File: src/include/vec_params.svh
/* Sizing macros for the vector coprocessor
   Include wherever register, lane or memory word widths are needed */
`ifndef VEC_PARAMS_SVH
`define VEC_PARAMS_SVH

// Bits per vector register
`define VEC_VLEN 128

// Architectural vector registers v0..v31
`define VEC_NREGS 32

// Scalar register and memory word width
`define VEC_XLEN 32

// Register width in bytes, one write enable per byte
`define VEC_VLENB (`VEC_VLEN / 8)

`endif
File: src/design/vec_pkg.sv
/* Types shared by the vector coprocessor blocks
   Import inside a module body; port lists use scoped names */
`default_nettype none

package vec_pkg;

	// Decoded operation, NONE while the host has nothing for us
	typedef enum logic [2:0] {
		OP_NONE,
		OP_SETVLI,
		OP_SETVL,
		OP_LOAD_UNIT,
		OP_LOAD_STRIDED,
		OP_STORE_UNIT
	} vec_op_e;

	typedef logic [4:0] vreg_addr_t; // Vector register number
	typedef logic [7:0] vl_t;        // Element count, VLMAX is 16 at SEW 8

	// Registered result of the decoder
	typedef struct packed {
		vec_op_e     op;
		vreg_addr_t  vd;     // Destination, or store source
		vreg_addr_t  vs1;    // rs1 field as written in the instruction
		logic        rs1_nz; // rs1 field non-zero, vl is updated
		logic [10:0] zimm;   // vtype immediate of vsetvli
	} vec_insn_t;

	// Element width, vtype codes above 2 map to 32 bits
	typedef enum logic [1:0] {
		SEW_8,
		SEW_16,
		SEW_32
	} sew_e;

	// Memory request, a non-zero wstrb marks a write
	typedef struct packed {
		logic [31:0] addr;
		logic [31:0] wdata;
		logic [3:0]  wstrb;
	} mem_req_t;

endpackage

`default_nettype wire

File: src/design/vec_lane_align.sv
/* Lane steering between memory words and vector register lanes
   Load side places one element, store side gives word data and strobes */
`default_nettype none
`timescale 1ns/100ps
`include "vec_params.svh"

module vec_lane_align (
	input  vec_pkg::sew_e                sew,
	input  vec_pkg::vl_t                 idx,
	input  wire logic [1:0]              addr_lo,
	input  wire logic [31:0]             mem_rdata,
	input  wire logic [31:0]             rd_word,
	input  vec_pkg::vl_t                 vl,
	input  wire logic                    store_mode,
	output logic [`VEC_VLENB-1:0]        wen_bytes,
	output logic [`VEC_VLEN-1:0]         wdata,
	output logic [31:0]                  st_wdata,
	output logic [3:0]                   st_wstrb
);
	import vec_pkg::*;

	logic [31:0] shifted;    // Element moved down to bit 0
	logic [31:0] elem;
	logic [3:0]  elem_mask;  // Bytes of one element
	logic [9:0]  lane_off;   // Byte offset of lane idx
	logic [9:0]  st_bytes;   // Active bytes of the register
	logic [9:0]  word_byte;
	logic        load_en;

	always_comb begin
		shifted = mem_rdata >> {addr_lo, 3'b000}; // Natural alignment assumed
		case (sew)
			SEW_8: begin
				elem      = {24'b0, shifted[7:0]};
				elem_mask = 4'b0001;
			end
			SEW_16: begin
				elem      = {16'b0, shifted[15:0]};
				elem_mask = 4'b0011;
			end
			default: begin
				elem      = shifted;
				elem_mask = 4'b1111;
			end
		endcase
		lane_off = {2'b00, idx} << sew;
		load_en  = !store_mode && (idx < vl) && (lane_off < `VEC_VLENB);
		wdata    = {{(`VEC_VLEN - 32){1'b0}}, elem} << {lane_off, 3'b000};
		// Only lane idx is enabled, the tail keeps its contents
		wen_bytes = load_en ?
			({{(`VEC_VLENB - 4){1'b0}}, elem_mask} << lane_off) : '0;
	end

	// Store word goes straight out, strobes trim the last partial word
	always_comb begin
		st_bytes = {2'b00, vl} << sew;
		for (int b = 0; b < 4; b++) begin
			word_byte   = {idx, 2'b00} + 10'(b);
			st_wstrb[b] = store_mode && (word_byte < st_bytes);
		end
		st_wdata = rd_word;
	end

endmodule

`default_nettype wire

File: config.mk
export PLATFORM = sky130hd
export DESIGN_NAME = vec_lane_align
export DESIGN_NICKNAME = d
export VERILOG_FILES = /design/src/design/vec_pkg.sv /design/src/design/vec_lane_align.sv
export VERILOG_INCLUDE_DIRS = /design/src /design/src/include
export SDC_FILE = /design/constraint.sdc
export NUM_CORES = 1
export LEC_CHECK = 0
export ABC_CLOCK_PERIOD_IN_PS = 3550
export BUFFER_PORTS_ARGS = -buffer_cell sky130_fd_sc_hd__buf_2
export CORE_ASPECT_RATIO = 0.5
export CORE_MARGIN = 2
export CORE_UTILIZATION = 35
export DETAILED_ROUTE_END_ITERATION = 10
export GPL_TIMING_DRIVEN = 0
export PLACE_DENSITY = 0.82
export SLEW_MARGIN = 5
export SYNTH_ARGS = -nofsm -noshare
export SYNTH_HDL_FRONTEND = slang
export SYNTH_SLANG_ARGS = --single-unit
export TNS_END_PERCENT = 30
File: constraint.sdc
create_clock -name vclk -period 3.55
set_input_delay 0.71 -clock vclk [all_inputs]
set_output_delay 0.71 -clock vclk [all_outputs]
set_load 0.005 [all_outputs]
==> Word level (Yosys, flattened, before mapping) <==
Cells that the tools add are included.
{ "totals": {"in_bits": 85, "wordCells": 26, "ff_bits": 0} }
{ "op_classes": {"shift": 5, "n_mux": 3, "n_eq_ne": 1, "add_sub_neg": 3, "reduce_logical": 8, "n_lt_le_gt_ge": 6} }
{ "op_table": {"columns": ["operator", "n"], "rows": [
  ["left shift 32 x 13 -> 128 bit", 1],
  ["case mux 32 bit (2 select lines)", 1],
  ["< comparator 10 bit", 4],
  ["right shift 32 x 5 -> 32 bit", 1],
  ["adder 10 x 2 -> 10 bit (second input constant)", 2],
  ["left shift 8 x 2 -> 10 bit", 2],
  ["two-way mux 16 bit", 1],
  ["left shift 4 x 10 -> 16 bit", 1],
  ["adder 10 x 1 -> 10 bit (second input constant)", 1],
  ["< comparator 10 x 5 -> 1 bit (second input constant)", 1],
  ["< comparator 8 bit", 1],
  ["case mux 4 bit (2 select lines)", 1],
  ["logical AND 1 bit", 6],
  ["equality test 2 x 1 -> 1 bit (second input constant)", 1],
  ["logical NOT 2 bit", 1],
  ["logical NOT 1 bit", 1]
]} }

==> Depth between registers and ports, before layout <==
{ "logic_depth": {"word_depth": 4, "depth_mapped": 13} }

==> Least setup slack after synthesis <==
Ideal clock, no wire load.
{ "synth_path": {"path_kind": "input -> output", "from": "in sew[1]", "to": "out st_wstrb[0]", "cell_stages": 12, "n_path_buf": 3, "required_ns": 2.840, "t_arrival_ns": 2.842, "setup_slack_ns": -0.002, "cell_sequence": "buf_2 > buf_1 > buf_1 > nand2_1 > o21ai_0 > a21oi_1 > ha_1 > a21o_1 > nand2_1 > nand4b_1 > or2_2 > a21oi_1"} }
{ "synth_via": {"elab_chain_cells": 3} }
{ "synth_rtl": {"columns": ["item", "line_no", "rtl"], "rows": [
  ["from (decl)", "vec_lane_align.sv:8", "input vec_pkg::sew_e sew,"],
  ["left shift 8 x 2 -> 10 bit", "vec_lane_align.sv:56", "st_bytes = {2'b00, vl} << sew;"],
  ["< comparator 10 bit", "vec_lane_align.sv:59", "st_wstrb[b] = store_mode && (word_byte < st_bytes);"],
  ["logical AND 1 bit", "vec_lane_align.sv:59", null],
  ["to (decl)", "vec_lane_align.sv:18", "output logic [3:0] st_wstrb"]
]} }
Every way passes these cells.

==> Final worst setup path <==
{ "layout_path": {"from": "in sew[0]", "to": "out wdata[125]"} }
{ "layout_via": {"elab_chain_cells": 3} }
{ "layout_rtl": {"columns": ["item", "line_no", "rtl"], "rows": [
  ["equality test 2 x 1 -> 1 bit / logical NOT 2 bit (equally long branches)", "vec_lane_align.sv:32", "case (sew)"],
  ["case mux 32 bit (2 select lines)", "vec_lane_align.sv:32", null],
  ["left shift 32 x 13 -> 128 bit (*)", "vec_lane_align.sv:48", "wdata = {{(`VEC_VLEN - 32){1'b0}}, elem} << {lane_off, 3'b000};"],
  ["to (decl)", "vec_lane_align.sv:16", "output logic [`VEC_VLEN-1:0] wdata,"]
]} }
Mark *: on every way between the ends. The rest lies on a longest branch, timed or not.

==> flow_metrics.tcl <==
set metrics [dict create \
    totalWireLength_microns 11700 \
    cp_slowest_cell "or4_4" \
    post-route-util_pct 55.7 \
    crit_fanout 10 \
    place_hpwl_microns 9840 \
    crit_chain "buf_2, buf_6, mux2_4, or4_4, buf_8, nor4_4, buf_6, a22oi_2, nor2_1, buf_2" \
    fp.dieArea_sq_mm 0.00848 \
    synth_cell_types 42 \
    rsz0062_at_grt "true" \
    slew_viol_final 0 \
    yosysSeqAreaShare_pct 0 \
    syn_nets 562 \
    drive_gt1_share_pct 46.7 \
    critPathArrivalTime_ns 2.75 \
    drv_cap 0 \
    highest_layer "met4" \
    die_h_microns 66.1 \
    maxSlewHeadroom_pct 44.2 \
    status "finished, final reports clean" \
    leakagePower_nw 2.30 \
    first_pass_iters 5 \
    cp_top_family "simple AND/OR/NAND/NOR gates" \
    ys.warnings.count 0 \
    n_clock_buffer 0 \
    regArea_sq_um 0 \
    pin_count 265 \
    cp.required_ns 2.84 \
    drc_errors 0 \
    syn_to_final_growth_pct 52.7 \
    design.core.area_sq_mm 0.00740 \
    power_density_mw_per_mm2 92.4 \
    fin_crit_sh_pct 97.5 \
    antenna_found_initial 0 \
    criticalPathCategory "in2out" \
    finalSetupViolations 0 \
    ys_top_cells_by_area "nor2_1, buf_4, mux2_2" \
    grt_util_all_layers_pct 24.5 \
    worst-path-buf-inv 5 \
    io_buffers 231 \
    final_nets 795 \
    worstMarginPinSlew_ns 0.834 \
    synth_compound_gate_area_share_pct 21.5 \
    ant_nets 0 \
    wl_met3_microns 905 \
    antennaDiodeCount 0 \
    vias_per_cell 5.22 \
    synth_commonest_cells "nor2_1, buf_4, nand2_1" \
    synth_top_family_by_area "simple AND/OR/NAND/NOR gates" \
    worstSetupEndpointType "output pin" \
    start_util_pct 36.5 \
    grt_first_pass_wirelength_microns 17000 \
    vias 4116 \
    syn_area_sq_mm 0.00270 \
    wl_met1_microns 5100 \
    synth.avg_cell_area_sq_um 5.86 \
    synthAdderAreaFrac_pct 7.41 \
    fill_cells 760 \
    synthSimpleGateAreaFrac_pct 39.6 \
    synth.most_common_cell "nor2_1" \
    wl_met2_microns 5580 \
    synthXorXnorAreaFrac_pct 0 \
    grt_max_degree 12 \
    gp_congestion 0.942 \
    overflow 0 \
    multi_input_area_sq_mm 0.00234 \
    die_x_microns 128 \
    finalSetupTns_ns 0 \
    syn_inst 461 \
    first_iter_violations 394 \
    hold_class "in2out" \
    finalCriticalPeriod_ns 3.46 \
    grt_pass1_vias 3375 \
    synth_top_area_share_pct 20.0 \
    max_freq_ghz 0.289 \
    rows 22 \
    seq_cells 0 \
    synthMuxAreaShare_pct 14.4 \
    wl_per_cell_microns 14.8 \
    hold-worst-slack_ns 1.59 \
    max_stage_delay_ns 0.43 \
    max-vdd-ir-drop_mv 0.0603 \
    start_kind "primary input" \
    hold_viol 0 \
    postCtsHoldBufs 0 \
    yosysTopAreaCell "nor2_1" \
]
-- repair_timing --
action | CTS | global route
buffers inserted | 1 | 0
pin swaps | 3 | 8
setup endpoints to repair | 34 | 79
gates resized for setup | 11 | 41
-- cell usage in the layout (no fill, tap or decap), types with 2 or more instances in the layout --
cell type  count
a21oi_1       12
nor2b_1       10
and2_1         8
o21ai_0       17
buf_6          4
nand2_1       29
o21ai_1        4
a22oi_2        7
nand2b_1      16
mux4_2         2
o22ai_1        7
mux2i_1       13
or2_2          3
a21o_1        12
o211ai_1       3
inv_1         22
nand4_1        5
a22oi_1       10
ha_1          16
nor2_1       143
nor3_1         4
clkbuf_4       2
buf_4         34
clkbuf_2       7
and3_1         2
clkbuf_1      15
mux2_2        17
buf_2        232
nand4b_1       2
a211oi_1       9
-- final cells by class --
cell class         instances  share of cell area (%)
inverters                 22                    2.00
plain buffers             64                    10.1
multi-input cells        374                    56.7
well taps                 96                    2.91
repair buffers           232                    28.3
-- report_power, final --
part	switching (mW)	internal [mW]	leakage, nW	total [mW]
Clock	0	0	0	0
Combinational	0.217	0.165	2.30	0.382
Sequential	0	0	0	0
-- through the flow --
stage	setup slack (ns)	cell area [sq um]	cells	total power, mW
after floorplan	0.132	2700	461	0.234
after global placement	-0.409	3980	788	0.351
after detailed placement	-0.495	3980	788	0.358
after CTS	-0.0364	4000	788	0.362
after global routing	-0.0398	4130	788	0.418
final	0.0879	4130	788	0.382
-- cell families (layout without fill, tap and decap cells) --
kind of cell / Yosys count / in the layout
buffers and inverters: 87 / 318
AOI/OAI and AO/OA: 89 / 89
and+or+nand+nor: 235 / 235
muxes: 34 / 34
adders and majority gates: 16 / 16
-- layer usage --
metal / global-route usage [%] / vias up
met4: 3.57 / 0
met1: 34.1 / 1926
met3: 3.07 / 10
li1: - / 1993
met2: 41.2 / 187
met5: 0 / -
-- path summary, 6_finish.rpt --
check                        from           end  cells past startpoint
worst min-delay path  rd_word[11]  st_wdata[11]                      2
worst max-delay path       sew[0]    wdata[125]                     10
No activity file was read; power rests on OpenSTA's default activity.
