<file path="config.mk">
export PLATFORM = sky130hd
export DESIGN_NAME = vec_ctrl_fsm
export DESIGN_NICKNAME = d
export VERILOG_FILES = /design/src/design/vec_pkg.sv /design/src/design/vec_ctrl_fsm.sv
export VERILOG_INCLUDE_DIRS = /design/src /design/src/include
export SDC_FILE = /design/constraint.sdc
export NUM_CORES = 1
export LEC_CHECK = 0
export BUFFER_PORTS_ARGS = -buffer_cell sky130_fd_sc_hd__buf_4
export CAP_MARGIN = 20
export CORE_ASPECT_RATIO = 0.8
export CORE_UTILIZATION = 47
export DETAILED_ROUTE_END_ITERATION = 6
export PLACE_DENSITY = 0.77
export SLEW_MARGIN = 20
export SYNTH_ARGS = -nofsm -noshare
export SYNTH_HDL_FRONTEND = slang
export SYNTH_SLANG_ARGS = --single-unit
</file>
<file path="constraint.sdc">
create_clock -name clk -period 2.55 [get_ports clk]
set_input_delay 0 -clock clk [delete_from_list [all_inputs] [get_ports clk]]
set_output_delay 0 -clock clk [all_outputs]
set_load 0.01 [all_outputs]
</file>
<file path="src/include/vec_params.svh">
/* Sizing macros for the vector coprocessor
   Include wherever register, lane or memory word widths are needed */
`ifndef VEC_PARAMS_SVH
`define VEC_PARAMS_SVH

// Bits per vector register
`define VEC_VLEN 128

// Architectural vector registers v0..v31
`define VEC_NREGS 32

// Scalar register and memory word width
`define VEC_XLEN 32

// Register width in bytes, one write enable per byte
`define VEC_VLENB (`VEC_VLEN / 8)

`endif
</file>
<file path="src/design/vec_pkg.sv">
/* Types shared by the vector coprocessor blocks
   Import inside a module body; port lists use scoped names */
`default_nettype none

package vec_pkg;

	// Decoded operation, NONE while the host has nothing for us
	typedef enum logic [2:0] {
		OP_NONE,
		OP_SETVLI,
		OP_SETVL,
		OP_LOAD_UNIT,
		OP_LOAD_STRIDED,
		OP_STORE_UNIT
	} vec_op_e;

	typedef logic [4:0] vreg_addr_t; // Vector register number
	typedef logic [7:0] vl_t;        // Element count, VLMAX is 16 at SEW 8

	// Registered result of the decoder
	typedef struct packed {
		vec_op_e     op;
		vreg_addr_t  vd;     // Destination, or store source
		vreg_addr_t  vs1;    // rs1 field as written in the instruction
		logic        rs1_nz; // rs1 field non-zero, vl is updated
		logic [10:0] zimm;   // vtype immediate of vsetvli
	} vec_insn_t;

	// Element width, vtype codes above 2 map to 32 bits
	typedef enum logic [1:0] {
		SEW_8,
		SEW_16,
		SEW_32
	} sew_e;

	// Memory request, a non-zero wstrb marks a write
	typedef struct packed {
		logic [31:0] addr;
		logic [31:0] wdata;
		logic [3:0]  wstrb;
	} mem_req_t;

endpackage

`default_nettype wire

</file>
<file path="src/design/vec_ctrl_fsm.sv">
/* Main sequencer of the coprocessor, holds vl and SEW
   Answers the PCPI host and walks the memory transfers of loads and stores */
`default_nettype none
`timescale 1ns/100ps
`include "vec_params.svh"

module vec_ctrl_fsm (
	input  wire logic                clk,
	input  wire logic                rst_n,
	input  wire logic                pcpi_valid,
	input  vec_pkg::vec_insn_t       insn,
	input  wire logic [31:0]         pcpi_rs1,
	input  wire logic [31:0]         pcpi_rs2,
	input  wire logic                mem_ready,
	input  vec_pkg::vl_t             idx,
	input  wire logic                last,
	output logic                     pcpi_wr,
	output logic [31:0]              pcpi_rd,
	output logic                     pcpi_wait,
	output logic                     pcpi_ready,
	output logic                     mem_valid,
	output logic                     cnt_start,
	output logic                     cnt_step,
	output vec_pkg::vl_t             cnt_limit,
	output logic [31:0]              base,
	output logic [31:0]              stride,
	output vec_pkg::sew_e            sew,
	output vec_pkg::vl_t             vl,
	output vec_pkg::vreg_addr_t      vreg_sel,
	output logic                     store_mode
);
	import vec_pkg::*;

	typedef enum logic [2:0] {S_IDLE, S_CONFIG, S_XFER, S_GAP, S_DONE} state_e;

	state_e      state;
	vl_t         vl_q;      // vl CSR
	sew_e        sew_q;     // vtype CSR, only its SEW field is kept
	logic [10:0] vtype_src;
	sew_e        new_sew;
	vl_t         vlmax;
	vl_t         new_vl;
	logic [9:0]  st_bytes;  // Bytes covered by vl elements
	vl_t         st_words;  // Store beats, partial last word included
	logic        beat_done;

	always_comb begin
		vtype_src = (insn.op == OP_SETVL) ? pcpi_rs2[10:0] : insn.zimm;
		case (vtype_src[4:2]) // SEW = 8 << code
			3'd0:    new_sew = SEW_8;
			3'd1:    new_sew = SEW_16;
			default: new_sew = SEW_32;
		endcase
		vlmax = vl_t'(`VEC_VLENB >> new_sew);
		new_vl = (pcpi_rs1 > {24'b0, vlmax}) ? vlmax : pcpi_rs1[7:0]; // Capped at VLMAX
		st_bytes = {2'b00, vl_q} << sew_q;
		st_words = vl_t'((st_bytes + 10'd3) >> 2);
	end

	assign beat_done  = (state == S_XFER) && mem_ready;
	assign cnt_step   = beat_done;   // Counter advances on every completed beat
	assign mem_valid  = (state == S_XFER);
	assign pcpi_ready = (state == S_CONFIG) || (state == S_DONE);
	assign pcpi_wr    = (state == S_CONFIG);
	assign pcpi_wait  = (state != S_IDLE);
	assign pcpi_rd    = {24'b0, vl_q}; // New vl, CSR is updated entering CONFIG
	assign sew        = sew_q;

	// Element window of the lane unit
	// Stores see the whole vl, a load beat opens lanes up to the current idx
	assign vl = store_mode ? vl_q : (beat_done ? idx + 1'b1 : '0);

	always_ff @(posedge clk or negedge rst_n) begin
		if (!rst_n) begin
			state      <= S_IDLE;
			vl_q       <= '0;
			sew_q      <= SEW_8;
			cnt_start  <= 1'b0;
			cnt_limit  <= '0;
			base       <= '0;
			stride     <= '0;
			vreg_sel   <= '0;
			store_mode <= 1'b0;
		end else begin
			cnt_start <= 1'b0; // Single-cycle pulse
			case (state)
				S_IDLE: begin
					if (pcpi_valid) begin
						case (insn.op)
							OP_SETVLI, OP_SETVL: begin
								sew_q <= new_sew;
								if (insn.rs1_nz)
									vl_q <= new_vl; // rs1 = x0 keeps the old vl
								state <= S_CONFIG;
							end
							OP_LOAD_UNIT, OP_LOAD_STRIDED: begin
								base       <= pcpi_rs1;
								// Unit stride steps one element
								stride     <= (insn.op == OP_LOAD_STRIDED) ? pcpi_rs2 :
									(32'd1 << sew_q);
								cnt_limit  <= vl_q; // One beat per element
								vreg_sel   <= insn.vd;
								store_mode <= 1'b0;
								cnt_start  <= 1'b1;
								state      <= S_GAP;
							end
							OP_STORE_UNIT: begin
								base       <= pcpi_rs1; // Word aligned
								stride     <= 32'd4;
								cnt_limit  <= st_words;
								vreg_sel   <= insn.vd;
								store_mode <= 1'b1;
								cnt_start  <= 1'b1;
								state      <= S_GAP;
							end
							default: state <= S_IDLE;
						endcase
					end
				end
				S_CONFIG: state <= S_IDLE;
				S_GAP: begin // mem_valid low between beats
					if (!pcpi_valid)
						state <= S_IDLE;
					else if (cnt_limit == '0)
						state <= S_DONE; // vl of zero, nothing to move
					else
						state <= S_XFER;
				end
				S_XFER: begin
					if (!pcpi_valid)
						state <= S_IDLE; // Host gave up
					else if (mem_ready)
						state <= last ? S_DONE : S_GAP;
				end
				S_DONE:  state <= S_IDLE;
				default: state <= S_IDLE;
			endcase
		end
	end

endmodule

`default_nettype wire

</file>
======== After elaboration in Yosys (flattened, before gate mapping) ========
Index checks and enable logic that the tools add are counted.
word-level totals
  register bits ........................... 92
cells by class
  add/subtract/negate cells ............... 2
  order comparisons ....................... 1
  equal/unequal tests ..................... 12
  shifts and indexed selects .............. 3
  mux-type cells .......................... 20
  reductions and logical operators ........ 15
operator list
  operator                                           count
  one-hot mux 32 bit (2 select lines)                1
  > comparator 32 x 8 -> 1 bit                       1
  two-way mux 32 bit                                 1
  << shifter 1 x 2 -> 32 bit (first input constant)  1
  two-way mux 8 bit                                  3
  two-way mux 3 bit                                  6
  one-hot mux 8 bit (2 select lines)                 1
  == test 3 x 2 -> 1 bit (second input constant)     4
  adder 10 x 2 -> 10 bit (second input constant)     1
  << shifter 8 x 2 -> 10 bit                         1
  == test 3 x 1 -> 1 bit (second input constant)     3
  == test 3 bit (second input constant)              3
  one-hot mux 3 bit (3 select lines)                 1
  AND reduction 3 bit                                3
  adder 8 x 1 -> 8 bit (second input constant)       1
  logical NOT 8 bit                                  1
  one-hot mux 2 bit (2 select lines)                 2
  >> shifter 5 x 2 -> 8 bit (first input constant)   1
  logical NOT 3 bit                                  2
  two-way mux 5 bit                                  1
  AND reduction 4 bit                                1
  OR reduction 2 bit                                 2
  two-way mux 1 bit                                  3
  != test 3 bit (second input constant)              1
  other kinds (8)                                    8

======== Longest topological paths before layout ========
  depth after elaboration ................. 7
  gate-level depth with buffers ........... 13
  mapped depth without buffers ............ 11

======== Worst setup path before layout ========
OpenSTA, ideal clock, no wires.
  path kind ............................... in2reg
  start point ............................. in insn[23] (netlist name)
  end point ............................... reg vl_q[4]
  setup time .............................. 0.125 ns
  data arrival time ....................... 2.013 ns
  required time ........................... 2.425 ns
  path slack .............................. 0.412 ns
  stages .................................. 13
  path buffers ............................ 2
  path through ............................ nor2b_1 -> and2_0 -> clkbuf_1 -> nor3_1 -> a21oi_1 -> inv_1 -> ha_1 -> o21a_1 -> o211ai_1 -> and3_1 -> clkbuf_1 -> mux2i_1 -> mux2_2
between the ends
  word-level cells in the longest chain between the ends .. 7
  elaborated cells between the ends (all ways) .. 11
ends and longest elaborated chain
  item                                                         RTL line                                source
  start, declared                                              vec_ctrl_fsm.sv:11                      input vec_pkg::vec_insn_t insn,
  == test 3 x 2 -> 1 bit                                       vec_ctrl_fsm.sv:48, vec_ctrl_fsm.sv:89
  two-way mux 5 bit                                            vec_ctrl_fsm.sv:48                      vtype_src = (insn.op == OP_SETVL) ? pcpi_rs2[10:0] : insn.zimm;
  == test 3 x 1 -> 1 bit or logical NOT 3 bit (tied branches)  vec_ctrl_fsm.sv:49                      case (vtype_src[4:2])
  one-hot mux 2 bit (2 select lines)                           vec_ctrl_fsm.sv:49
  >> shifter 5 x 2 -> 8 bit (no line)                          n/a
  > comparator 32 x 8 -> 1 bit                                 vec_ctrl_fsm.sv:55                      new_vl = (pcpi_rs1 > {24'b0, vlmax}) ? vlmax : pcpi_rs1[7:0];
  two-way mux 8 bit                                            vec_ctrl_fsm.sv:55
  end signal, assigned                                         vec_ctrl_fsm.sv:93                      vl_q <= new_vl;
  end, declared                                                vec_ctrl_fsm.sv:37                      vl_t vl_q;
Several ways; a longest one is shown, not always the timed one.
A chain may end at the register's enable or synchronous reset.

======== Final worst setup path ========
  start point ............................. in pcpi_rs2[4]
  end point ............................... reg vl_q[3]
between the ends
  word-level cells in the longest chain between the ends .. 6
  elaborated cells between the ends (all ways) .. 7
ends and longest elaborated chain
  item                                                         RTL line            source
  start, declared                                              vec_ctrl_fsm.sv:13  input wire logic [31:0] pcpi_rs2,
  two-way mux 5 bit *                                          vec_ctrl_fsm.sv:48
  == test 3 x 1 -> 1 bit or logical NOT 3 bit (tied branches)  vec_ctrl_fsm.sv:49
  one-hot mux 2 bit (2 select lines) *                         vec_ctrl_fsm.sv:49
  >> shifter 5 x 2 -> 8 bit (no line) *                        n/a
  > comparator 32 x 8 -> 1 bit                                 vec_ctrl_fsm.sv:55
  two-way mux 8 bit *                                          vec_ctrl_fsm.sv:55
Every way passes the cells marked *; elsewhere a longest branch is shown, timed or not.

==> reports/results.ini <==
[detailed_routing]
wl_um = 14800
route.antenna.remaining_nets = 0
avgRoutedWirePerCell_um = 15.5
drc = 0
first_pass_iters = 4
via_per_inst = 5.13
vias = 4896
initialDrtViolationCount = 246

[grt]
grt_util_all_layers = 0.281
antenna_found_initial = 0
grt_pass1_wl_um = 23100
overflow = 0
busiest_layer = met2
grt_max_degree = 73
use_met2 = 0.461
met1_usage = 0.348
grt_pass1_vias = 4816
grt.met3_usage = 0.0543

[clocking]
hold_buffers = 70
cts_buffers = 9
clockBufferDepth = 2
root_buffer = clkbuf_16
clk_latency_ns = 0.33
clk_pin_slew_ns = 0.06
clock_sinks = 92
cts_resized = 0
cts_setup_buffers = 0
cts_tree = built
htree_num_levels = 3

[placement]
hpwl_um = 9730
gp_congestion = 0.927
placed_cell_area_um2 = 6190
io_buffers = 190

[floorplanning]
dieArea_um2 = 10600
die_w_um = 115
initial_core_util = 0.491
die_y_um = 92.3
fp-row-count = 32
fp.coreArea_um2 = 9770
num_io_pins = 228

[sta]
finalCritPeriodShare = 0.898
worst_slew_pin_slew_ns = 0.824
maxSlewHeadroom = 0.450
drv_slew = 0
setup_viol_count_final = 0
hold_ws_ns = 0.0123
hold_viol = 0
fmax_mhz = 437
period_needed_ns = 2.29
timing.setup.tns_ns = 0
clock_skew_ns = 0.00528
rsz0062_at_grt = false

[power_and_ir_drop]
vdd_drop_max_mv = 0.528
intPower_mw = 4.04
leakagePower_nw = 3.71
pwr-share-seq = 0.369
p_per_area_nw_per_um2 = 875
combPwrFrac = 0.404
swShare = 0.360
clkPwrFrac = 0.227
p_sw_mw = 2.27

[synthesis]
yosys-top-cells-area = dfrtp_1 (48%), nand2_1 (16%), buf_4 (4.4%), nand3_1 (4.2%), o21ai_0 (3.3%)
ys_types = 45
synth_seq_area_share = 0.480
synth_top_cell_area_share = 0.480
ys_seq_elements = 92
syn_inst = 566
syn_avg_cell_area_um2 = 8.47
yosysTopAreaCell = dfrtp_1
synth_area_um2 = 4790
yosys_warnings = 0

[layout]
syn_to_final_growth_pct = 50.5
antenna_cells = 0
final_cell_mix = nand2_1 (199), buf_4 (199), dfrtp_1 (92)
stdcell_area_um2 = 7210
nets = 919
drive_gt1_frac = 0.280

[hold_path]
holdCritPathClass = in2reg
worstHoldStart = pcpi_rs2[3]

[critical_path]
crit_type = in2reg
cp.required_ns = 2.72
cp-startpoint = pcpi_rs2[4]
start_kind = input port
cp.arrival_ns = 2.46
reg2reg_from = vl_q[2]
critPathMaxFanout = 5
critPathCaptureType = flop

[status]
outcome = finished clean

[flow_run]
maxCapViolCount = 0

## registers in the layout, summed over array words and instances, names as in the netlist
name and count:
base 32, stride 32, cnt_limit 8, vl_q 8, vreg_sel 5, state 3
sew 2, cnt_start 1, store_mode 1
## metrics by stage
stage	std cells	worst slack [ns]	total power [mW]	utilization
global placement	868	0.263	4.68	0.633
floorplan	589	0.412	3.58	-
global route	954	0.0878	6.69	0.738
finish	954	0.261	6.31	0.738
detailed placement	868	0.138	4.76	0.633
CTS	954	0.269	6.30	0.738
## area by class of cell
cell class,count,area (um^2)
clock buffers,10,229
clock inverters,6,95.1
well taps,136,170
flip-flops and latches,92,2300
repair buffers,271,2230
fillers,719,2560
inverters,10,38.8
multi-input cells,429,2140
## path summary, 6_finish.rpt
check	cells past startpoint	end	slack, ns
max	12	vl_q[3]	0.26
min	3	stride[3]	0.01
max reg2reg	6	cnt_limit[6]	0.29
min reg2reg	2	stride[4]	0.47
max in group asynchronous	3	vl_q[3]	1.68
min in group asynchronous	2	cnt_limit[1]	0.21
## critical path, stage by stage
cell and delay (ns):
dlygate4sd3_1 0.55, buf_4 0.15, nor2_1 0.14, nand3_1 0.09
o21ai_0 0.19, inv_1 0.09, ha_1 0.33, o21a_1 0.12
o211ai_1 0.14, and3_1 0.31, mux2i_1 0.22, o21ai_0 0.12
## routing by layer
metal | part of all wire | vias to the layer above
met5 | 0 | -
met4 | 0.045 | 0
met3 | 0.056 | 54
met2 | 0.49 | 216
met1 | 0.41 | 2314
li1 | - | 2312
## cells in the mapped netlist
cell type and number:
or3_1 1, nand3_1 40, inv_1 9, ha_1 4
and2_1 4, conb_1 1, o211ai_1 3, a31oi_2 1
buf_2 9, a2111oi_2 1, o22ai_1 2, buf_4 28
xor2_1 3, a211oi_1 1, nor2b_1 5, o21ai_0 32
o21ai_1 4, a21oi_1 12, and2_0 1, clkinv_2 1
mux2i_1 14, a31oi_1 5, nor3_1 9, nor2_1 19
a22o_1 1, buf_6 5, nand4_1 2, dfrtp_1 92
buf_8 1, mux2i_4 1, nor4_1 10, nand2_1 199
a32oi_1 1, and3_1 5, clkbuf_1 14, nand2b_1 4
nor3b_1 2, nand3_2 1, buf_12 1, o31ai_1 1
or3_4 1, nor2_2 1, mux2_2 4, xnor2_1 8
o21a_1 3
## power by group through the flow
stage	combinational, mW	clock (mW)	sequential, mW
6_report	2.55	1.44	2.33
3_3_place_gp	2.37	0	2.31
2_1_floorplan	1.12	0	2.45
3_5_place_dp	2.43	0	2.33
4_1_cts	2.52	1.47	2.32
5_1_grt	2.77	1.53	2.39
## logic make-up after synthesis
| logic type | count (synthesis) | share of synthesized area |
|---|---|---|
| buffers and inverters | 68 | 0.0914 |
| flip-flops | 92 | 0.480 |
| adder cells (fa/ha/maj) | 4 | 0.0104 |
| AO/OA/AOI/OAI | 67 | 0.0812 |
| other | 1 | 0.000782 |
| multiplexers | 19 | 0.0433 |
| XOR/XNOR | 11 | 0.0201 |
| AND/OR/NAND/NOR | 304 | 0.273 |
(Power assumes the default switching activity.)
