$ cat src/include/vec_params.svh
/* Sizing macros for the vector coprocessor
   Include wherever register, lane or memory word widths are needed */
`ifndef VEC_PARAMS_SVH
`define VEC_PARAMS_SVH

// Bits per vector register
`define VEC_VLEN 128

// Architectural vector registers v0..v31
`define VEC_NREGS 32

// Scalar register and memory word width
`define VEC_XLEN 32

// Register width in bytes, one write enable per byte
`define VEC_VLENB (`VEC_VLEN / 8)

`endif
$ cat src/design/vec_pkg.sv
/* Types shared by the vector coprocessor blocks
   Import inside a module body; port lists use scoped names */
`default_nettype none

package vec_pkg;

	// Decoded operation, NONE while the host has nothing for us
	typedef enum logic [2:0] {
		OP_NONE,
		OP_SETVLI,
		OP_SETVL,
		OP_LOAD_UNIT,
		OP_LOAD_STRIDED,
		OP_STORE_UNIT
	} vec_op_e;

	typedef logic [4:0] vreg_addr_t; // Vector register number
	typedef logic [7:0] vl_t;        // Element count, VLMAX is 16 at SEW 8

	// Registered result of the decoder
	typedef struct packed {
		vec_op_e     op;
		vreg_addr_t  vd;     // Destination, or store source
		vreg_addr_t  vs1;    // rs1 field as written in the instruction
		logic        rs1_nz; // rs1 field non-zero, vl is updated
		logic [10:0] zimm;   // vtype immediate of vsetvli
	} vec_insn_t;

	// Element width, vtype codes above 2 map to 32 bits
	typedef enum logic [1:0] {
		SEW_8,
		SEW_16,
		SEW_32
	} sew_e;

	// Memory request, a non-zero wstrb marks a write
	typedef struct packed {
		logic [31:0] addr;
		logic [31:0] wdata;
		logic [3:0]  wstrb;
	} mem_req_t;

endpackage

`default_nettype wire

$ cat src/design/vec_elem_counter.sv
/* Element or word counter with a running memory address
   Loaded by start, advanced by step, flags the final beat */
`default_nettype none
`timescale 1ns/100ps

module vec_elem_counter (
	input  wire logic        clk,
	input  wire logic        rst_n,
	input  wire logic        start,
	input  wire logic        step,
	input  vec_pkg::vl_t     limit,
	input  wire logic [31:0] base,
	input  wire logic [31:0] stride,
	output vec_pkg::vl_t     idx,
	output logic [31:0]      addr,
	output logic             last
);
	import vec_pkg::*;

	logic [31:0] addr_q; // Address of beat idx

	always_ff @(posedge clk or negedge rst_n) begin
		if (!rst_n) begin
			idx    <= '0;
			addr_q <= '0;
		end else if (start) begin
			idx    <= '0;
			addr_q <= base;
		end else if (step) begin
			idx    <= idx + 1'b1;
			addr_q <= addr_q + stride; // Stride in bytes, 4 for stores
		end
	end

	assign addr = addr_q;
	assign last = (idx == limit - 1'b1); // Limit of zero never reaches here

endmodule

`default_nettype wire

$ cat config.mk
export PLATFORM = sky130hd
export DESIGN_NAME = vec_elem_counter
export DESIGN_NICKNAME = d
export VERILOG_FILES = /design/src/include/vec_params.svh /design/src/design/vec_pkg.sv /design/src/design/vec_elem_counter.sv
export SDC_FILE = /design/constraint.sdc
export NUM_CORES = 1
export LEC_CHECK = 0
export BUFFER_PORTS_ARGS = -buffer_cell sky130_fd_sc_hd__buf_2
export CORE_MARGIN = 3
export CORE_UTILIZATION = 40
export DETAILED_ROUTE_END_ITERATION = 10
export GPL_TIMING_DRIVEN = 0
export HOLD_SLACK_MARGIN = 0.08
export PLACE_DENSITY_LB_ADDON = 0.15
export SYNTH_ARGS = -nofsm -noshare
export SYNTH_HDL_FRONTEND = slang
export SYNTH_SLANG_ARGS = --single-unit
$ cat constraint.sdc
create_clock -name clk -period 7.5 [get_ports clk]
set_input_delay 0.75 -clock clk [delete_from_list [all_inputs] [get_ports clk]]
set_output_delay 0.75 -clock clk [all_outputs]
set_load 0.02 [all_outputs]
== Word level (Yosys, flattened, before mapping) ==
Cells that the tools add are included.
Operators by class
  $add $sub $neg: 3
  equality and inequality tests: 1
  multiplexer cells: 4
  reduce and logical (&&, ||, !) cells: 1
Operator list (count)
  two-way mux 32 bit: 2
  adder 32 bit: 1
  two-way mux 8 bit: 2
  adder 8 x 1 -> 8 bit (second input constant): 1
  equality test 8 bit: 1
  subtractor 8 x 1 -> 8 bit (second input constant): 1
  nonzero test 2 bit: 1
Word-level totals
  register bits after elaboration: 40
  bits of input ports: 76
  output and inout bits: 41
  word-level logic and storage cells: 11

== Logic depth before layout (Yosys ltp) ==
Gate-level depths: netlist of run 1.
  depth in word-level cells: 3
  depth in mapped cells: 12
  depth with buffers taken out: 12

== Worst setup path after synthesis of run 1 ==
OpenSTA, ideal clock, no wires.
  path kind: input port to flip-flop
  start: in stride[0]
  end: reg addr_q[18] (netlist: addr[18])
  setup time: 137 ps
  data arrival time: 3085 ps
  data required time: 7363 ps
  path slack: 4278 ps
  stages: 12
  path buffers: 0
  cells stage by stage: ha_1 > fa_1 > a21o_1 > a21o_2 > a211oi_1 > o211ai_1 > a31oi_1 > o21bai_1 > a21oi_1 > xnor2_1 > a211oi_1 > a21oi_1
Between the ends
  cells in the longest elaborated chain, start to end: 3
RTL lines
  from (decl): RTL line vec_elem_counter.sv:13  | input wire logic [31:0] stride,
  adder 32 bit: RTL line vec_elem_counter.sv:31  | addr_q <= addr_q + stride;
  two-way mux 32 bit: RTL line vec_elem_counter.sv:29  | end else if (step) begin
  two-way mux 32 bit: RTL line vec_elem_counter.sv:26  | end else if (start) begin
  to (signal assigned): RTL line vec_elem_counter.sv:28  | addr_q <= base;
  to (signal assigned): RTL line vec_elem_counter.sv:31
  to (decl): RTL line vec_elem_counter.sv:20  | logic [31:0] addr_q;
Every way passes these cells. The select of a mux whose other input is x is not followed.
A chain may end at the register's enable or synchronous reset.

== Worst setup path after layout of run 1 ==
  start: in stride[0]
  end: reg addr_q[22] (netlist: addr[22])
Same word-level chain as after synthesis.

==> run_results.csv, run 1 <==
group,metric,value,unit
final_layout,syn2layout_area_growth,23.6,%
timing,fin_tns_setup,0,ns
clock_network,cts_hold_buf,0,
clock_network,cts_tree,"yes",
clock_network,cts.clk_slew.worst_paths,0.09,ns
power_and_ir_drop,finalPower,1.01,mW
clock_network,cts.sinks,40,
synthesis,synth_commonest_cells,"nand2_1 (43), dfrtp_1 (40), o21ai_0 (39), a21oi_1 (33), ha_1 (33)",
timing,slew_headroom,36.0,%
outcome,status,"finished clean",
timing,drv_slew,0,
synthesis,netlist_instances,414,
die,rows,33,
critical_path,critPathLaunchType,"input port",
critical_path,crit_type,"input port to register",
die,dieHeight,100,um
global_routing,grt_overflow,0,
route,via_per_inst,5.51,
synthesis,yosysWarnings,0,
die,die_x,100,um
critical_path,crit_chain,"buf_2, ha_1, fa_1, a21o_1, a21o_2, a211oi_1, o211ai_1, a31oi_1, o31ai_1, a21oi_1, xnor2_1, mux2i_1, o21ai_0",
synthesis,yosysTopAreaCell,"dfrtp_1",
route,num_vias,3529,
final_layout,num_antenna_cells,0,
synthesis,synthArstFlopShare,100,%
place,portBuffers,115,
flow_run,cap_violations,0,
critical_path,critPathArrivalTime,3.75,ns
timing,rsz0062_at_grt,"false",
timing,finalCritPeriodShare,47.0,%
power_and_ir_drop,irDropWorstVdd,104,uV
place,gp_congestion,0.903,
timing,fmax,283,MHz
power_and_ir_drop,p_per_area,230,mW/mm^2
die,pin_count,117,
die,start_util,42.2,%
timing,finalWorstSetupSlack,3.97,ns
die,dieArea,0.0100,sq mm
route,drt-initial-drc-count,146,
route,drc,0,
critical_path,slowest_stage,"fa_1",
route,detail_route.wl_per_cell,16.3,um
place,hpwl,8130,um
final_layout,fin_cells,641,
synthesis,synth_area,0.00354,sq mm
clock_network,cts_inserted_buffers,5,
worst_hold_path,min_path_type,"register to register",
final_layout,fillerInstances,847,
critical_path,crit_required,7.72,ns
critical_path,crit_path_max_fanout,4,
synthesis,synth_edf_count,0,
route,ant_nets,0,
clock_network,cts_setup_buffers,0,
synthesis,synth.distinct_cells,55,
synthesis,yosysMostFrequentCell,"nand2_1",
die,core,0.00838,sq mm
place,dpl.cell_count,634,
synthesis,synth_top_area_share,28.3,%
global_routing,antenna_found_initial,0,
route,wl,10400,um
clock_network,clock_tree.root_cell,"clkbuf_8",
clock_network,insertion_delay,0.30,ns
global_routing,grt_max_degree,41,
synthesis,ys_seq_area_share,28.3,%
synthesis,ys_seq_elements,40,
timing,setup_violations,0,
timing,finalCriticalPeriod,3.53,ns
critical_path,end_kind,"register",
clock_network,cts_resized,0,
timing,fin_skew,0.00759,ns
final_layout,drive_gt1_share,24.8,%
clock_network,htree_num_levels,2,
power_and_ir_drop,p_leak,2.17,nW
synthesis,ys.flop_type,"dfrtp_1",
critical_path,critical-path-max-stage-delay,0.42,ns
synthesis,syn_area_per_cell,8.54,sq um
global_routing,grt_pass1_wl,16600,um
final_layout,utilization,52.2,%
timing,tightest_slew,0.960,ns
timing,hold_viol_final,0,
final_layout,nNetsFinal,646,
global_routing,grt_pass1_vias,3487,
synthesis,ys_top_cells_by_area,"dfrtp_1 (28%), ha_1 (12%), mux2i_1 (6.2%)",
place,place_ws,3.72,ns
critical_path,ff2ff_setup_slack,4.13,ns
clock_network,clockBufferDepth,2,
global_routing,grtUsageTotal,20.5,%
route,firstDrtPassIters,4,
synthesis,synth_nets,524,
metrics by stage:
stage | cell area [sq um] | hold WS [ns]
2_1_floorplan | 3540 | 0.454
3_3_place_gp | 4240 | 0.514
3_5_place_dp | 4240 | 0.534
4_1_cts | 4370 | 0.554
5_1_grt | 4370 | 0.562
6_report | 4370 | 0.542
worst paths after layout:
kind,from,end,cells past startpoint
max,stride[0],addr[22]$_DFFE_PN0P_,13
min,addr[28]$_DFFE_PN0P_,addr[28]$_DFFE_PN0P_,2
max reg2reg,addr[0]$_DFFE_PN0P_,addr[22]$_DFFE_PN0P_,12
min reg2reg,addr[28]$_DFFE_PN0P_,addr[28]$_DFFE_PN0P_,2
max in group asynchronous,rst_n,addr[18]$_DFFE_PN0P_,1
min in group asynchronous,rst_n,addr[13]$_DFFE_PN0P_,1
critical path: cells and delay by family:
family | cells | cell delay [ns]
xor gates and xnor gates | 1 | 0.15
buffers and inverters | 1 | 0.10
muxes | 1 | 0.09
AOI/OAI and AO/OA | 8 | 2.01
adders and majority gates | 2 | 0.65
power breakdown:
part           switching [mW]  internal (mW)  leakage [nW]
Combinational           0.295          0.217          1.61
Sequential             0.0303          0.250         0.494
Clock                  0.0812          0.131        0.0642
Total                   0.407          0.598          2.17
flip-flops by register name, summed over array words and instances (netlist names):
| name | count |
|---|---|
| idx | 8 |
| addr | 32 |
kinds of logic after synthesis:
| family | synth area share, % |
|---|---|
| AOI/OAI and AO/OA | 23.9 |
| and+or+nand+nor | 15.6 |
| xor gates and xnor gates | 9.90 |
| DFF | 28.3 |
| adders and majority gates | 12.2 |
| buffers and inverters | 3.18 |
| muxes | 6.86 |
cells in the final DEF (no fill, tap or decap), types with 6 or more instances in the layout:
cell type  synthesis  layout
o21ai_0           39      39
xor2_1            18      18
nor2_1            20      20
nand2_1           43      43
o21bai_1           6       6
a21o_1            13      13
xnor2_1           22      22
nor2b_1            6       6
nand4_1            6       6
buf_2              0     115
clkbuf_1          14      14
dfrtp_1           40      40
mux2i_1           22      22
ha_1              33      33
a21oi_1           33      33
nand3_1           10      10
inv_1             11      11
a22oi_1            7       7
layer usage:
metal | global-route usage, % | vias up | share of wire, %
li1 | - | 1767 | -
met1 | 26.7 | 1655 | 45
met2 | 36.6 | 97 | 49
met3 | 2.22 | 10 | 5.5
met4 | 4.04 | 0 | 0.93
met5 | 0 | - | 0
final cells by class:
type | count | area (sq um) | area share (%)
Buffer | 18 | 71.3 | 1.63
Clock buffer | 5 | 68.8 | 1.57
Clock inverter | 2 | 60.1 | 1.37
Inverter | 11 | 41.3 | 0.944
Multi-Input combinational cell | 345 | 2420 | 55.4
Sequential cell | 40 | 1000 | 22.9
Tap cell | 105 | 131 | 3.00
Timing Repair Buffer | 115 | 576 | 13.2
(Power assumes the default switching activity.)
==> run 2, diff against run 1 <==
clock period = 2.8 ns   (was 7.5 ns; I/O delays follow)
==> run 2 against run 1 <==
Effect of this change:
- the flow now finishes with violations (setup timing)
- largest cell class unchanged
- first-iteration DRC count decreased by 29%
- clock skew decreased by 0.0016 ns
- core utilization increased by 2.8 points
- largest power group unchanged
- sequential share of layout area fell by 1.1 points
- sequential power rose to 2.7 times the previous value
- clock power grew 140%
- combinational power grew to 3.0 times the previous value
- global-route usage is 0.76 points higher
- sequential cell count unchanged
- final area increased by 5.3%
- clock-buffer cell count is the same
==> run_results.csv, run 2 (synthesized netlist as in run 1, its figures left out) <==
group,metric,value,unit
outcome,status,"finished with violations",
outcome,violations,"setup timing",
clock_network,cts.clk_slew.worst_paths,0.09,ns
route,num_vias,3585,
die,core,0.00838,sq mm
clock_network,insertion_delay,0.30,ns
power_and_ir_drop,p_comb_share,55.5,%
final_layout,syn2layout_area_growth,30.2,%
global_routing,grt_pass1_wl,17200,um
global_routing,grtUsageTotal,21.2,%
power_and_ir_drop,irDropWorstVdd,330,uV
critical_path,crit_type,"register to register",
final_layout,drive_gt1_share,31.3,%
timing,finalCritPeriodShare,102,%
route,wl,10600,um
die,start_util,42.2,%
critical_path,crit_required,2.97,ns
timing,fmax,350,MHz
die,rows,33,
power_and_ir_drop,clock_power_share,17.8,%
critical_path,rr_startpoint,"addr[0]$_DFFE_PN0P_",
global_routing,antenna_found_initial,0,
die,dieArea,0.0100,sq mm
power_and_ir_drop,power_frac_seq,26.7,%
final_layout,utilization,54.9,%
timing,setup_violations,10,
timing,fin_skew,0.00595,ns
critical_path,critPathArrivalTime,3.03,ns
die,dieHeight,100,um
critical_path,r2r_cells,12,
critical_path,worstReg2RegEnd,"addr[28]$_DFFE_PN0P_",
global_routing,grt_max_degree,41,
global_routing,grt_pass1_vias,3577,
place,gp_congestion,0.901,
die,pin_count,117,
critical_path,ff2ff_setup_slack,-0.06,ns
timing,finalCriticalPeriod,2.86,ns
final_layout,nNetsFinal,656,
final_layout,final_common_cell,"buf_2",
timing,rsz0062_at_grt,"true",
timing,tightest_slew,1.02,ns
timing,hold_viol_final,0,
route,firstDrtPassIters,4,
critical_path,crit_path_max_fanout,3,
power_and_ir_drop,p_leak,2.23,nW
power_and_ir_drop,p_per_area,608,mW/mm^2
clock_network,cts_inserted_buffers,5,
timing,slew_headroom,32.2,%
global_routing,grt_overflow,0,
clock_network,clockBufferDepth,2,
clock_network,clock_tree.root_cell,"clkbuf_8",
power_and_ir_drop,p_int,1.61,mW
route,drc,0,
critical_path,end_kind,"register",
flow_run,cap_violations,0,
clock_network,htree_num_levels,2,
power_and_ir_drop,power.share.switching,42.4,%
die,die_x,100,um
worst_hold_path,min_path_type,"input port to async pin",
clock_network,cts_tree,"yes",
final_layout,largest_register_ffs,32,
route,ant_nets,0,
route,via_per_inst,5.50,
final_layout,layout_common_cells,"buf_2 (115), nand2_1 (42), dfrtp_1 (39)",
route,detail_route.wl_per_cell,16.2,um
clock_network,cts.sinks,40,
place,place_ws,-0.346,ns
timing,holdWs,0.154,ns
timing,finalWorstSetupSlack,-0.0600,ns
place,portBuffers,115,
power_and_ir_drop,p_switching,1.19,mW
place,hpwl,7940,um
final_layout,num_antenna_cells,0,
critical_path,critPathLaunchType,"register",
route,drt-initial-drc-count,103,
final_layout,fillerInstances,815,
timing,drv_slew,0,
run 2: repair_timing:
| item | in CTS | in global routing |
|---|---|---|
| gates cloned | 0 | 0 |
| buffers inserted | 8 | 5 |
| endpoints found under the setup margin | 14 | 15 |
| resized for setup | 14 | 21 |
| pin swaps | 22 | 19 |
| hold buffers | 0 | 0 |
run 2: per-layer routing:
| metal | global-route usage (%) | wire (um) |
|---|---|---|
| met2 | 35.3 | 4920 |
| met1 | 28.5 | 4800 |
| met3 | 3.54 | 619 |
| met4 | 6.01 | 228 |
| met5 | 0 | 0 |
run 2: power by group through the flow:
stage	combinational [mW]	clock (mW)	sequential (mW)
CTS	1.45	0.511	0.750
finish	1.55	0.499	0.748
global route	1.72	0.534	0.765
detailed placement	1.37	0	0.762
global placement	1.36	0	0.757
floorplan	0.893	0	0.866
run 2: worst max path at each step:
stage / start / endpoint / slack, ns / cells after the start
floorplan: addr[0]$_DFFE_PN0P_ / addr[18]$_DFFE_PN0P_ / 0.004 / 12
global placement: stride[17] / addr[31]$_DFFE_PN0P_ / -0.31 / 13
detailed placement: addr[17]$_DFFE_PN0P_ / addr[31]$_DFFE_PN0P_ / -0.35 / 12
CTS: addr[0]$_DFFE_PN0P_ / addr[26]$_DFFE_PN0P_ / -0.03 / 13
global route: addr[0]$_DFFE_PN0P_ / addr[26]$_DFFE_PN0P_ / -0.21 / 13
finish: addr[0]$_DFFE_PN0P_ / addr[28]$_DFFE_PN0P_ / -0.06 / 12
run 2: layout make-up:
cell class | count | area (sq um) | area share, %
Multi-Input combinational cell | 345 | 2580 | 56.1
Sequential cell | 40 | 1000 | 21.8
Timing Repair Buffer | 128 | 677 | 14.7
Tap cell | 105 | 131 | 2.85
Clock buffer | 5 | 68.8 | 1.49
Buffer | 15 | 60.1 | 1.30
Clock inverter | 3 | 42.5 | 0.924
Inverter | 11 | 41.3 | 0.897
run 2: critical path, stage by stage (launching register included):
cell      delay [ns]
dfrtp_2         0.43
ha_4            0.17
fa_2            0.35
a21o_1          0.17
a21o_2          0.21
a211oi_2        0.27
o211ai_1        0.21
buf_4           0.21
nand3_4         0.06
a31oi_1         0.15
o31ai_1         0.28
xor2_1          0.16
o21ai_0         0.08
run 2: per-stage QoR:
stage               total power, mW  setup TNS (ns)  cell area [sq um]  cells
floorplan                      1.76               0               3550    414
global placement               2.11           -1.93               4260    634
detailed placement             2.13           -2.08               4260    634
CTS                            2.71         -0.0617               4480    647
global route                   3.02           -2.41               4600    652
finish                         2.80          -0.264               4600    652
